**src/glay_mem_pkg.sv**
```systemverilog
// Memory-side widths and request/response types
// Byte addresses only, reads only; no write data or strobes
// Requestor id is one bit, so exactly two requestors are supported
package glay_mem_pkg;

  // ----------------------------------------------------------------------
  // Widths
  // ----------------------------------------------------------------------
  localparam int addr_width     = 32;
  localparam int data_width     = 32;
  // Vertex fetch and edge fetch
  localparam int num_requestors = 2;

  // Requestor index, doubles as response tag
  typedef logic req_id_t;

  // ----------------------------------------------------------------------
  // Request formats
  // ----------------------------------------------------------------------
  // Request as presented by a requestor, id stamped by the arbiter
  typedef struct packed {
    logic [addr_width-1:0] base_address;
    logic [addr_width-1:0] address_offset;
    req_id_t               id;
  } mem_request_t;

  // Formed cache request, base plus offset already added
  typedef struct packed {
    logic [addr_width-1:0] addr;
    req_id_t               id;
  } cache_request_t;

endpackage

```
**src/glay_ctrl_pkg.sv**
```systemverilog
// Control-side constants for the cache request generator
// FIFO depth must stay a power of two, pointers wrap naturally
// Almost-full level leaves two entries for requests already in flight
package glay_ctrl_pkg;

  // ----------------------------------------------------------------------
  // Request FIFO sizing
  // ----------------------------------------------------------------------
  localparam int fifo_depth             = 8;
  localparam int fifo_ptr_width         = 3;
  // Arbiter output plus fill stage still to land
  localparam int fifo_almost_full_level = 6;

  // ----------------------------------------------------------------------
  // Generator FSM
  // ----------------------------------------------------------------------
  typedef enum logic [1:0] {
    cache_req_gen_reset,
    cache_req_gen_idle,
    // FIFO head on its way to the bus registers
    cache_req_gen_fetch,
    // Wishbone cycle open, waiting on ack
    cache_req_gen_bus_wait
  } cache_req_gen_state_t;

endpackage

```
**src/mem_req_if.sv**
```systemverilog
// Valid/ready channel carrying one read request
// Transfer on an edge with valid and ready both high
// Source holds req stable while valid is high and ready is low
`timescale 1ns/1ns

interface mem_req_if;

  // ----------------------------------------------------------------------
  // Channel signals
  // ----------------------------------------------------------------------
  logic                      valid;
  logic                      ready;
  glay_mem_pkg::mem_request_t req;

  // Requestor side, or arbiter toward the generator
  modport source (
    output valid,
    output req,
    input  ready
  );

  // Consumer side
  modport sink (
    input  valid,
    input  req,
    output ready
  );

endinterface

```
**src/mem_req_arbiter.sv**
```systemverilog
// Two-way round-robin arbiter with one registered output word
// Ready goes only to the granted requestor, and only with downstream space
// Downstream ready must not depend on valid
`timescale 1ns/1ns

module mem_req_arbiter (
  input logic     ap_clk,
  input logic     control_areset,
  mem_req_if.sink req_in [glay_mem_pkg::num_requestors],
  mem_req_if.source req_out
);

  logic [glay_mem_pkg::num_requestors-1:0] in_valid;
  logic [glay_mem_pkg::num_requestors-1:0] in_ready;
  logic [glay_mem_pkg::num_requestors-1:0] grant;
  glay_mem_pkg::mem_request_t             in_req [glay_mem_pkg::num_requestors];
  glay_mem_pkg::mem_request_t             sel_req;
  glay_mem_pkg::mem_request_t             out_req;
  glay_mem_pkg::req_id_t                  sel_id;
  glay_mem_pkg::req_id_t                  last_grant;
  logic                                   out_valid;
  logic                                   load;

  // ----------------------------------------------------------------------
  // Unpack the interface array
  // ----------------------------------------------------------------------
  for (genvar i = 0; i < glay_mem_pkg::num_requestors; i++) begin : g_in
    assign in_valid[i]     = req_in[i].valid;
    assign in_req[i]       = req_in[i].req;
    assign req_in[i].ready = in_ready[i];
  end

  // ----------------------------------------------------------------------
  // Grant selection
  // ----------------------------------------------------------------------
  always_comb begin
    // Contention goes to whoever was not served last
    if (&in_valid) begin
      grant = last_grant ? 2'b01 : 2'b10;
    end else begin
      grant = in_valid;
    end
  end

  assign sel_id = grant[1];

  // Stamp the winner's id onto the word
  always_comb begin
    sel_req    = in_req[sel_id];
    sel_req.id = sel_id;
  end

  // Output register empties whenever downstream has space
  assign in_ready = req_out.ready ? grant : '0;
  assign load     = |in_ready;

  // ----------------------------------------------------------------------
  // Output stage
  // ----------------------------------------------------------------------
  always_ff @(posedge ap_clk) begin
    if (control_areset) begin
      out_valid  <= 1'b0;
      // Requestor 0 wins the first contention
      last_grant <= 1'b1;
    end else if (load) begin
      out_valid  <= 1'b1;
      last_grant <= sel_id;
    end else if (req_out.ready) begin
      out_valid <= 1'b0;
    end
  end

  // Payload only
  always_ff @(posedge ap_clk) begin
    if (load) begin
      out_req <= sel_req;
    end
  end

  assign req_out.valid = out_valid;
  assign req_out.req   = out_req;

  // Never accept from both requestors in one cycle
  assert property (@(posedge ap_clk) disable iff (control_areset) $onehot0(in_ready));

endmodule

```
**src/cache_req_fifo.sv**
```systemverilog
// Register-array FIFO for formed cache requests
// dout is registered, valid the cycle after rd_en
// No write when full and no read when empty; callers must respect the flags
`timescale 1ns/1ns

module cache_req_fifo (
  input  logic                         ap_clk,
  input  logic                         control_areset,
  input  logic                         wr_en,
  input  glay_mem_pkg::cache_request_t din,
  input  logic                         rd_en,
  output glay_mem_pkg::cache_request_t dout,
  output logic                         empty,
  output logic                         full,
  output logic                         almost_full
);

  glay_mem_pkg::cache_request_t            mem [glay_ctrl_pkg::fifo_depth];
  logic [glay_ctrl_pkg::fifo_ptr_width-1:0] wr_ptr;
  logic [glay_ctrl_pkg::fifo_ptr_width-1:0] rd_ptr;
  // One bit wider than the pointers to hold a full count
  logic [glay_ctrl_pkg::fifo_ptr_width:0]   count;

  // ----------------------------------------------------------------------
  // Pointers and occupancy
  // ----------------------------------------------------------------------
  always_ff @(posedge ap_clk) begin
    if (control_areset) begin
      wr_ptr <= '0;
      rd_ptr <= '0;
      count  <= '0;
    end else begin
      // Pointers wrap at the power-of-two depth
      if (wr_en) begin
        wr_ptr <= wr_ptr + 1'b1;
      end
      if (rd_en) begin
        rd_ptr <= rd_ptr + 1'b1;
      end
      case ({wr_en, rd_en})
        2'b10:   count <= count + 1'b1;
        2'b01:   count <= count - 1'b1;
        default: count <= count;
      endcase
    end
  end

  // ----------------------------------------------------------------------
  // Storage and read register
  // ----------------------------------------------------------------------
  always_ff @(posedge ap_clk) begin
    if (wr_en) begin
      mem[wr_ptr] <= din;
    end
    if (rd_en) begin
      dout <= mem[rd_ptr];
    end
  end

  // Flags straight from the count
  assign empty       = (count == '0);
  assign full        = (count == (glay_ctrl_pkg::fifo_ptr_width + 1)'(glay_ctrl_pkg::fifo_depth));
  assign almost_full = (count >=
                        (glay_ctrl_pkg::fifo_ptr_width + 1)'(glay_ctrl_pkg::fifo_almost_full_level));

  // Overflow means the almost-full headroom upstream is too small
  assert property (@(posedge ap_clk) disable iff (control_areset) !(wr_en && full));
  assert property (@(posedge ap_clk) disable iff (control_areset) !(rd_en && empty));

endmodule

```
**src/cache_request_generator.sv**
```systemverilog
// Forms byte addresses, queues them, and issues Wishbone classic reads
// One bus cycle open at a time; the next pop waits for the previous ack
// Response is registered and valid one cycle after the ack is sampled
// Ready toward the arbiter is low in the first cycle after reset
`timescale 1ns/1ns

module cache_request_generator (
  input  logic                                 ap_clk,
  input  logic                                 control_areset,
  mem_req_if.sink                              req_in,
  output logic                                 wb_cyc,
  output logic                                 wb_stb,
  output logic                                 wb_we,
  output logic [glay_mem_pkg::addr_width-1:0]  wb_adr,
  input  logic [glay_mem_pkg::data_width-1:0]  wb_dat_i,
  input  logic                                 wb_ack,
  output logic                                 resp_valid,
  output glay_mem_pkg::req_id_t                resp_id,
  output logic [glay_mem_pkg::data_width-1:0]  resp_data
);

  glay_ctrl_pkg::cache_req_gen_state_t state;
  glay_ctrl_pkg::cache_req_gen_state_t next_state;
  glay_mem_pkg::cache_request_t        fill_req;
  glay_mem_pkg::cache_request_t        fifo_dout;
  glay_mem_pkg::req_id_t               bus_id;
  logic                                fill_valid;
  logic                                fifo_rd_en;
  logic                                fifo_empty;
  logic                                fifo_almost_full;

  // ----------------------------------------------------------------------
  // Fill stage
  // ----------------------------------------------------------------------
  // Space signal, independent of valid
  assign req_in.ready = (state != glay_ctrl_pkg::cache_req_gen_reset) &&
                        !fifo_almost_full;

  always_ff @(posedge ap_clk) begin
    if (control_areset) begin
      fill_valid <= 1'b0;
    end else begin
      fill_valid <= req_in.valid && req_in.ready;
    end
  end

  // Address add one cycle ahead of the FIFO write
  always_ff @(posedge ap_clk) begin
    if (req_in.valid && req_in.ready) begin
      fill_req.addr <= req_in.req.base_address + req_in.req.address_offset;
      fill_req.id   <= req_in.req.id;
    end
  end

  cache_req_fifo cache_req_fifo_i (
    .ap_clk         (ap_clk),
    .control_areset (control_areset),
    .wr_en          (fill_valid),
    .din            (fill_req),
    .rd_en          (fifo_rd_en),
    .dout           (fifo_dout),
    .empty          (fifo_empty),
    .full           (),
    .almost_full    (fifo_almost_full)
  );

  // ----------------------------------------------------------------------
  // Issue FSM
  // ----------------------------------------------------------------------
  // Pop only from idle
  // Head lands in fifo_dout during fetch
  assign fifo_rd_en = (state == glay_ctrl_pkg::cache_req_gen_idle) && !fifo_empty;

  always_comb begin
    next_state = state;
    case (state)
      glay_ctrl_pkg::cache_req_gen_reset:    next_state = glay_ctrl_pkg::cache_req_gen_idle;
      glay_ctrl_pkg::cache_req_gen_idle: begin
        if (!fifo_empty) begin
          next_state = glay_ctrl_pkg::cache_req_gen_fetch;
        end
      end
      glay_ctrl_pkg::cache_req_gen_fetch:    next_state = glay_ctrl_pkg::cache_req_gen_bus_wait;
      glay_ctrl_pkg::cache_req_gen_bus_wait: begin
        if (wb_ack) begin
          next_state = glay_ctrl_pkg::cache_req_gen_idle;
        end
      end
      default:                               next_state = glay_ctrl_pkg::cache_req_gen_reset;
    endcase
  end

  always_ff @(posedge ap_clk) begin
    if (control_areset) begin
      state      <= glay_ctrl_pkg::cache_req_gen_reset;
      wb_cyc     <= 1'b0;
      wb_stb     <= 1'b0;
      resp_valid <= 1'b0;
    end else begin
      state      <= next_state;
      // Response strobe is a single-cycle pulse
      resp_valid <= 1'b0;
      if (state == glay_ctrl_pkg::cache_req_gen_fetch) begin
        wb_cyc <= 1'b1;
        wb_stb <= 1'b1;
      end else if (state == glay_ctrl_pkg::cache_req_gen_bus_wait && wb_ack) begin
        // Drop the cycle right after the ack edge
        wb_cyc     <= 1'b0;
        wb_stb     <= 1'b0;
        resp_valid <= 1'b1;
      end
    end
  end

  // ----------------------------------------------------------------------
  // Bus and response payload
  // ----------------------------------------------------------------------
  always_ff @(posedge ap_clk) begin
    if (state == glay_ctrl_pkg::cache_req_gen_fetch) begin
      wb_adr <= fifo_dout.addr;
      bus_id <= fifo_dout.id;
    end
    if (state == glay_ctrl_pkg::cache_req_gen_bus_wait && wb_ack) begin
      resp_data <= wb_dat_i;
      resp_id   <= bus_id;
    end
  end

  // Read-only master
  assign wb_we = 1'b0;

  // Cycle closes on the edge after the ack
  assert property (@(posedge ap_clk) disable iff (control_areset)
                   (wb_cyc && wb_ack) |=> !(wb_cyc || wb_stb));
  // Address held until the ack
  assert property (@(posedge ap_clk) disable iff (control_areset)
                   (wb_cyc && !wb_ack) |=> (wb_cyc && $stable(wb_adr)));

endmodule

```
**src/glay_cache_req_top.sv**
```systemverilog
// Cache request front end for two peer read requestors
// Requestors follow valid/ready; hold address inputs stable until accepted
// Wishbone classic master, reads only, one cycle open at a time
// Responses are tagged with the id of the requestor that asked
`timescale 1ns/1ns

module glay_cache_req_top (
  input  logic                                ap_clk,
  input  logic                                control_areset,
  // Requestor 0
  input  logic                                req0_valid,
  output logic                                req0_ready,
  input  logic [glay_mem_pkg::addr_width-1:0] req0_base_address,
  input  logic [glay_mem_pkg::addr_width-1:0] req0_address_offset,
  // Requestor 1
  input  logic                                req1_valid,
  output logic                                req1_ready,
  input  logic [glay_mem_pkg::addr_width-1:0] req1_base_address,
  input  logic [glay_mem_pkg::addr_width-1:0] req1_address_offset,
  // Wishbone master
  output logic                                wb_cyc,
  output logic                                wb_stb,
  output logic                                wb_we,
  output logic [glay_mem_pkg::addr_width-1:0] wb_adr,
  input  logic [glay_mem_pkg::data_width-1:0] wb_dat_i,
  input  logic                                wb_ack,
  // Responses
  output logic                                resp_valid,
  output glay_mem_pkg::req_id_t               resp_id,
  output logic [glay_mem_pkg::data_width-1:0] resp_data
);

  mem_req_if req_if [glay_mem_pkg::num_requestors] ();
  mem_req_if arb_if ();

  // ----------------------------------------------------------------------
  // Requestor ports onto the channels
  // ----------------------------------------------------------------------
  assign req_if[0].valid = req0_valid;
  assign req_if[0].req   = '{base_address: req0_base_address,
                             address_offset: req0_address_offset, id: 1'b0};
  assign req0_ready      = req_if[0].ready;

  assign req_if[1].valid = req1_valid;
  assign req_if[1].req   = '{base_address: req1_base_address,
                             address_offset: req1_address_offset, id: 1'b1};
  assign req1_ready      = req_if[1].ready;

  mem_req_arbiter mem_req_arbiter_i (
    .ap_clk         (ap_clk),
    .control_areset (control_areset),
    .req_in         (req_if),
    .req_out        (arb_if)
  );

  cache_request_generator cache_request_generator_i (
    .ap_clk         (ap_clk),
    .control_areset (control_areset),
    .req_in         (arb_if),
    .wb_cyc         (wb_cyc),
    .wb_stb         (wb_stb),
    .wb_we          (wb_we),
    .wb_adr         (wb_adr),
    .wb_dat_i       (wb_dat_i),
    .wb_ack         (wb_ack),
    .resp_valid     (resp_valid),
    .resp_id        (resp_id),
    .resp_data      (resp_data)
  );

endmodule

```
**config.mk**
```make
export PLATFORM = sky130hd
export DESIGN_NAME = glay_cache_req_top
export DESIGN_NICKNAME = d
export VERILOG_FILES = /design/src/glay_mem_pkg.sv /design/src/glay_ctrl_pkg.sv /design/src/mem_req_if.sv /design/src/mem_req_arbiter.sv /design/src/cache_req_fifo.sv /design/src/cache_request_generator.sv /design/src/glay_cache_req_top.sv
export SDC_FILE = /design/constraint.sdc
export NUM_CORES = 1
export LEC_CHECK = 0
export BUFFER_PORTS_ARGS = -buffer_cell sky130_fd_sc_hd__buf_4
export CORE_ASPECT_RATIO = 1.2
export CORE_MARGIN = 4
export CORE_UTILIZATION = 55
export DETAILED_ROUTE_END_ITERATION = 12
export PLACE_DENSITY = 0.76
export SYNTH_ARGS = -nofsm -noshare
export SYNTH_HDL_FRONTEND = slang
export SYNTH_SLANG_ARGS = --single-unit
```
**constraint.sdc**
```tcl
create_clock -name ap_clk -period 5.3 [get_ports ap_clk]
set_input_delay 0 -clock ap_clk [delete_from_list [all_inputs] [get_ports ap_clk]]
set_output_delay 0 -clock ap_clk [all_outputs]
set_load 0.02 [all_outputs]
```
==> reports/qor.csv <==
metric,value,unit
status,completed,
worst reg-to-reg path cell count,10,
Area Overhead vs Synth,27.83,%
met2 wire len,19560,um
DRC viols,0,
area of the die,38050,um2
placed cell area,21550,um2
period utilization,0.5703,
Seq pwr share,0.507,
number of distinct library cells after synthesis,61,
Syn Inst Count,1006,
DR iter-0 viols,628,
TNS Setup,0,ns
Crit Path Max Fanout,37,
Power Total,0.009425,W
# setup viols final,0,
Initial Util,0.5616,
Most used DFF post-synth,edfxtp_1,
Hold Crit Endpoint,cache_request_generator_i.resp_data[9],
global-route wire length before repair,58720,um
global route overflow,0,
"Hold Vio Cnt, Final",0,
max cap viols,0,
core region area,34260,um2
critical path type,reg -> reg,
number of buffers added on ports,234,
vias in the first global route,10990,
Max Freq,330.8,MHz
Clk network pwr share,0.322,
Final Slew Violations,0,
Worst-Skew Late Latency,0.56,ns
Slew HR,0.2142,
GP Congestion,0.8573,
CP endpoint kind,flip-flop,
routed wire length,37240,um
Worst Hold Launch,wb_dat_i[9],
CTS tree,done,
min-delay worst type,in -> reg,
"Avg Cell Area, Syn",19.12,um2
routed vias/inst,5.467,
Total GRT Usage,0.1987,
Pleak,8.643,nW
share of total power in combinational logic,0.171,
drt first pass iters,5,
Synth async-reset ratio,0,
crit path DAT,3.50,ns
DR WL/cell,19.41,um
Post-synth EDFFs,461,
layout cells sized above 1,0.3500,
met3 wire length,2312,um
Post-Layout Inst Area,24590,um2
crit path time final,3.023,ns
Sw Pwr,0.002289,W
Max Clock Skew,0.03033,ns
cell taking the most area after synthesis,edfxtp_1,
WHS Path Cells,2,
Sw Share,0.2428,
ANT nets after route,0,
PwrDens,383.3,nW/um2
YS warnings,0,
# IOs,236,
Pint,0.007137,W
largest net degree at the start of global routing,69,
Antenna Cells,0,
mapped cell area,19240,um2
VDD IR-drop max,0.0002432,V
Num Clock Sinks,478,
most frequent cells in the layout,"461 x edfxtp_1, 250 x buf_4, 164 x dlygate4sd3_1",
top-area cell type share of the netlist area,0.7196,
layout net count,1637,
CTS buffer count,44,
Critical Path RT,5.78,ns
via count,10490,
clock buffer depth,3,
worst slew pin tran,1.177,ns
Synth area leaders,"edfxtp_1 72%, mux4_2 7.7%, mux2_2 5.7%",
CTS resizes,0,
antenna violations before repair,0,
Chip Width,178.7,um
Worst R2R Setup Slack,2.28,ns
WL met1,14470,um
chip height,212.9,um
DR top layer,met4,
WHS,0.1762,ns
num rows,74,
clk root buf,clkbuf_16,
RSZ-0062 raised after global routing,false,
Final Core Density,0.7179,
register area share after synthesis,0.7373,
H-tree levels,2,
Clock transition at path regs,0.06,ns
"commonest non-fill, non-tap cell in the layout",edfxtp_1,
post-DP HPWL,20420,um
CP startpoint kind,flip-flop,
#FFs+latches synth,478,
syn nets,1213,
metal layers:
layer  up-vias  track usage
met1      5186       0.2476
met2       370       0.3588
li1       4864            -
met5         -            0
met4         0      0.05507
met3        71      0.03613
area by class of cell:
class                   instances  area (um2)
multi-input cells             476        4855
well taps                     456       570.5
repair buffers                414        3518
clock buffers                  58        1216
flip-flops and latches        478       14190
clock inverters                21       183.9
fillers                      2059        9666
inverters                      16       60.06
worst max-delay path by stage:
stage	startpoint	slack, ns	end
2_1_floorplan	cache_request_generator_i.state[1]	1.47	flip-flop
3_3_place_gp	cache_request_generator_i.state[0]	2.41	mem_req_arbiter_i.req_out.req[28]
3_5_place_dp	cache_request_generator_i.state[0]	2.32	mem_req_arbiter_i.req_out.req[27]
4_1_cts	flip-flop	2.27	flip-flop
5_1_grt	cache_request_generator_i.state[0]	2.02	mem_req_arbiter_i.req_out.req[59]
6_report	flip-flop	2.28	flip-flop
power groups by stage:
stage                     clock [W]  combinational (W)  sequential, W
after global placement            0            0.00143        0.00484
final                       0.00304            0.00161        0.00478
after floorplan                   0            0.00105        0.00483
after global routing        0.00328            0.00176        0.00481
after detailed placement          0            0.00146        0.00486
after CTS                   0.00310            0.00159        0.00478
metrics by stage:
step,instances,setup slack [ns]
after floorplan,1006,1.473
after global placement,1676,2.411
after detailed placement,1676,2.317
after CTS,1919,2.265
after global routing,1919,2.024
final,1919,2.277
synthesized netlist by cell type, types with 5 or more instances:
cell type    n
ha_1        40
nand2_1     27
buf_2        9
xor2_1      13
edfxtp_1   461
dfxtp_1     17
nand3_1      8
o211ai_1     5
a21oi_1     45
mux2_2      97
a21o_1      13
nand2b_1     9
nor3_1       9
clkbuf_1    18
nor2_1      32
inv_1       16
xnor2_1     22
nor2b_1      9
a21oi_2      6
mux4_2      66
o21ai_0     12
worst max-delay path, stage by stage, from the launching register on:
cell and delay [ns]:
dfxtp_1 0.35, nor4_1 0.68, nor2b_4 0.06, buf_4 0.32, ha_1 0.31, ha_1 0.30
a21o_1 0.19, a21oi_1 0.17, xnor2_1 0.12, or3_1 0.32, a21oi_1 0.14
registers in the layout, indices dropped and copies added, names as in the netlist:
signal                                             count
cache_request_generator_i.cache_req_fifo_i.mem       264
mem_req_arbiter_i.req_out.req                         65
cache_request_generator_i.cache_req_fifo_i.dout       33
cache_request_generator_i.fill_req                    33
cache_request_generator_i.resp_data                   32
cache_request_generator_i.wb_adr                      32
cache_request_generator_i.cache_req_fifo_i.count       4
cache_request_generator_i.cache_req_fifo_i.rd_ptr      3
cache_request_generator_i.cache_req_fifo_i.wr_ptr      3
cache_request_generator_i.state                        2
cache_request_generator_i.bus_id                       1
cache_request_generator_i.fill_valid                   1
cache_request_generator_i.resp_id                      1
cache_request_generator_i.resp_valid                   1
cache_request_generator_i.wb_cyc                       1
mem_req_arbiter_i.last_grant                           1
mem_req_arbiter_i.req_out.valid                        1
timing repair:
action                    in CTS  in global routing
buffers inserted               0                  0
hold buffers                 164                  0
hold endpoints to repair     113                  0
cells by family (layout without fill, tap and decap cells):
| group | count (synthesis) | after routing | synth area share |
|---|---|---|---|
| adder cells (fa/ha/maj) | 42 | 42 | 0.02810 |
| AO/OA/AOI/OAI | 117 | 117 | 0.04091 |
| other | 1 | 1 | 0.0001949 |
| multiplexers | 166 | 166 | 0.1356 |
| buffers and inverters | 52 | 509 | 0.01268 |
| flip-flops | 478 | 478 | 0.7373 |
| XOR/XNOR | 35 | 35 | 0.01593 |
| AND/OR/NAND/NOR | 115 | 115 | 0.02933 |
No activity file was read; power rests on OpenSTA's default activity.
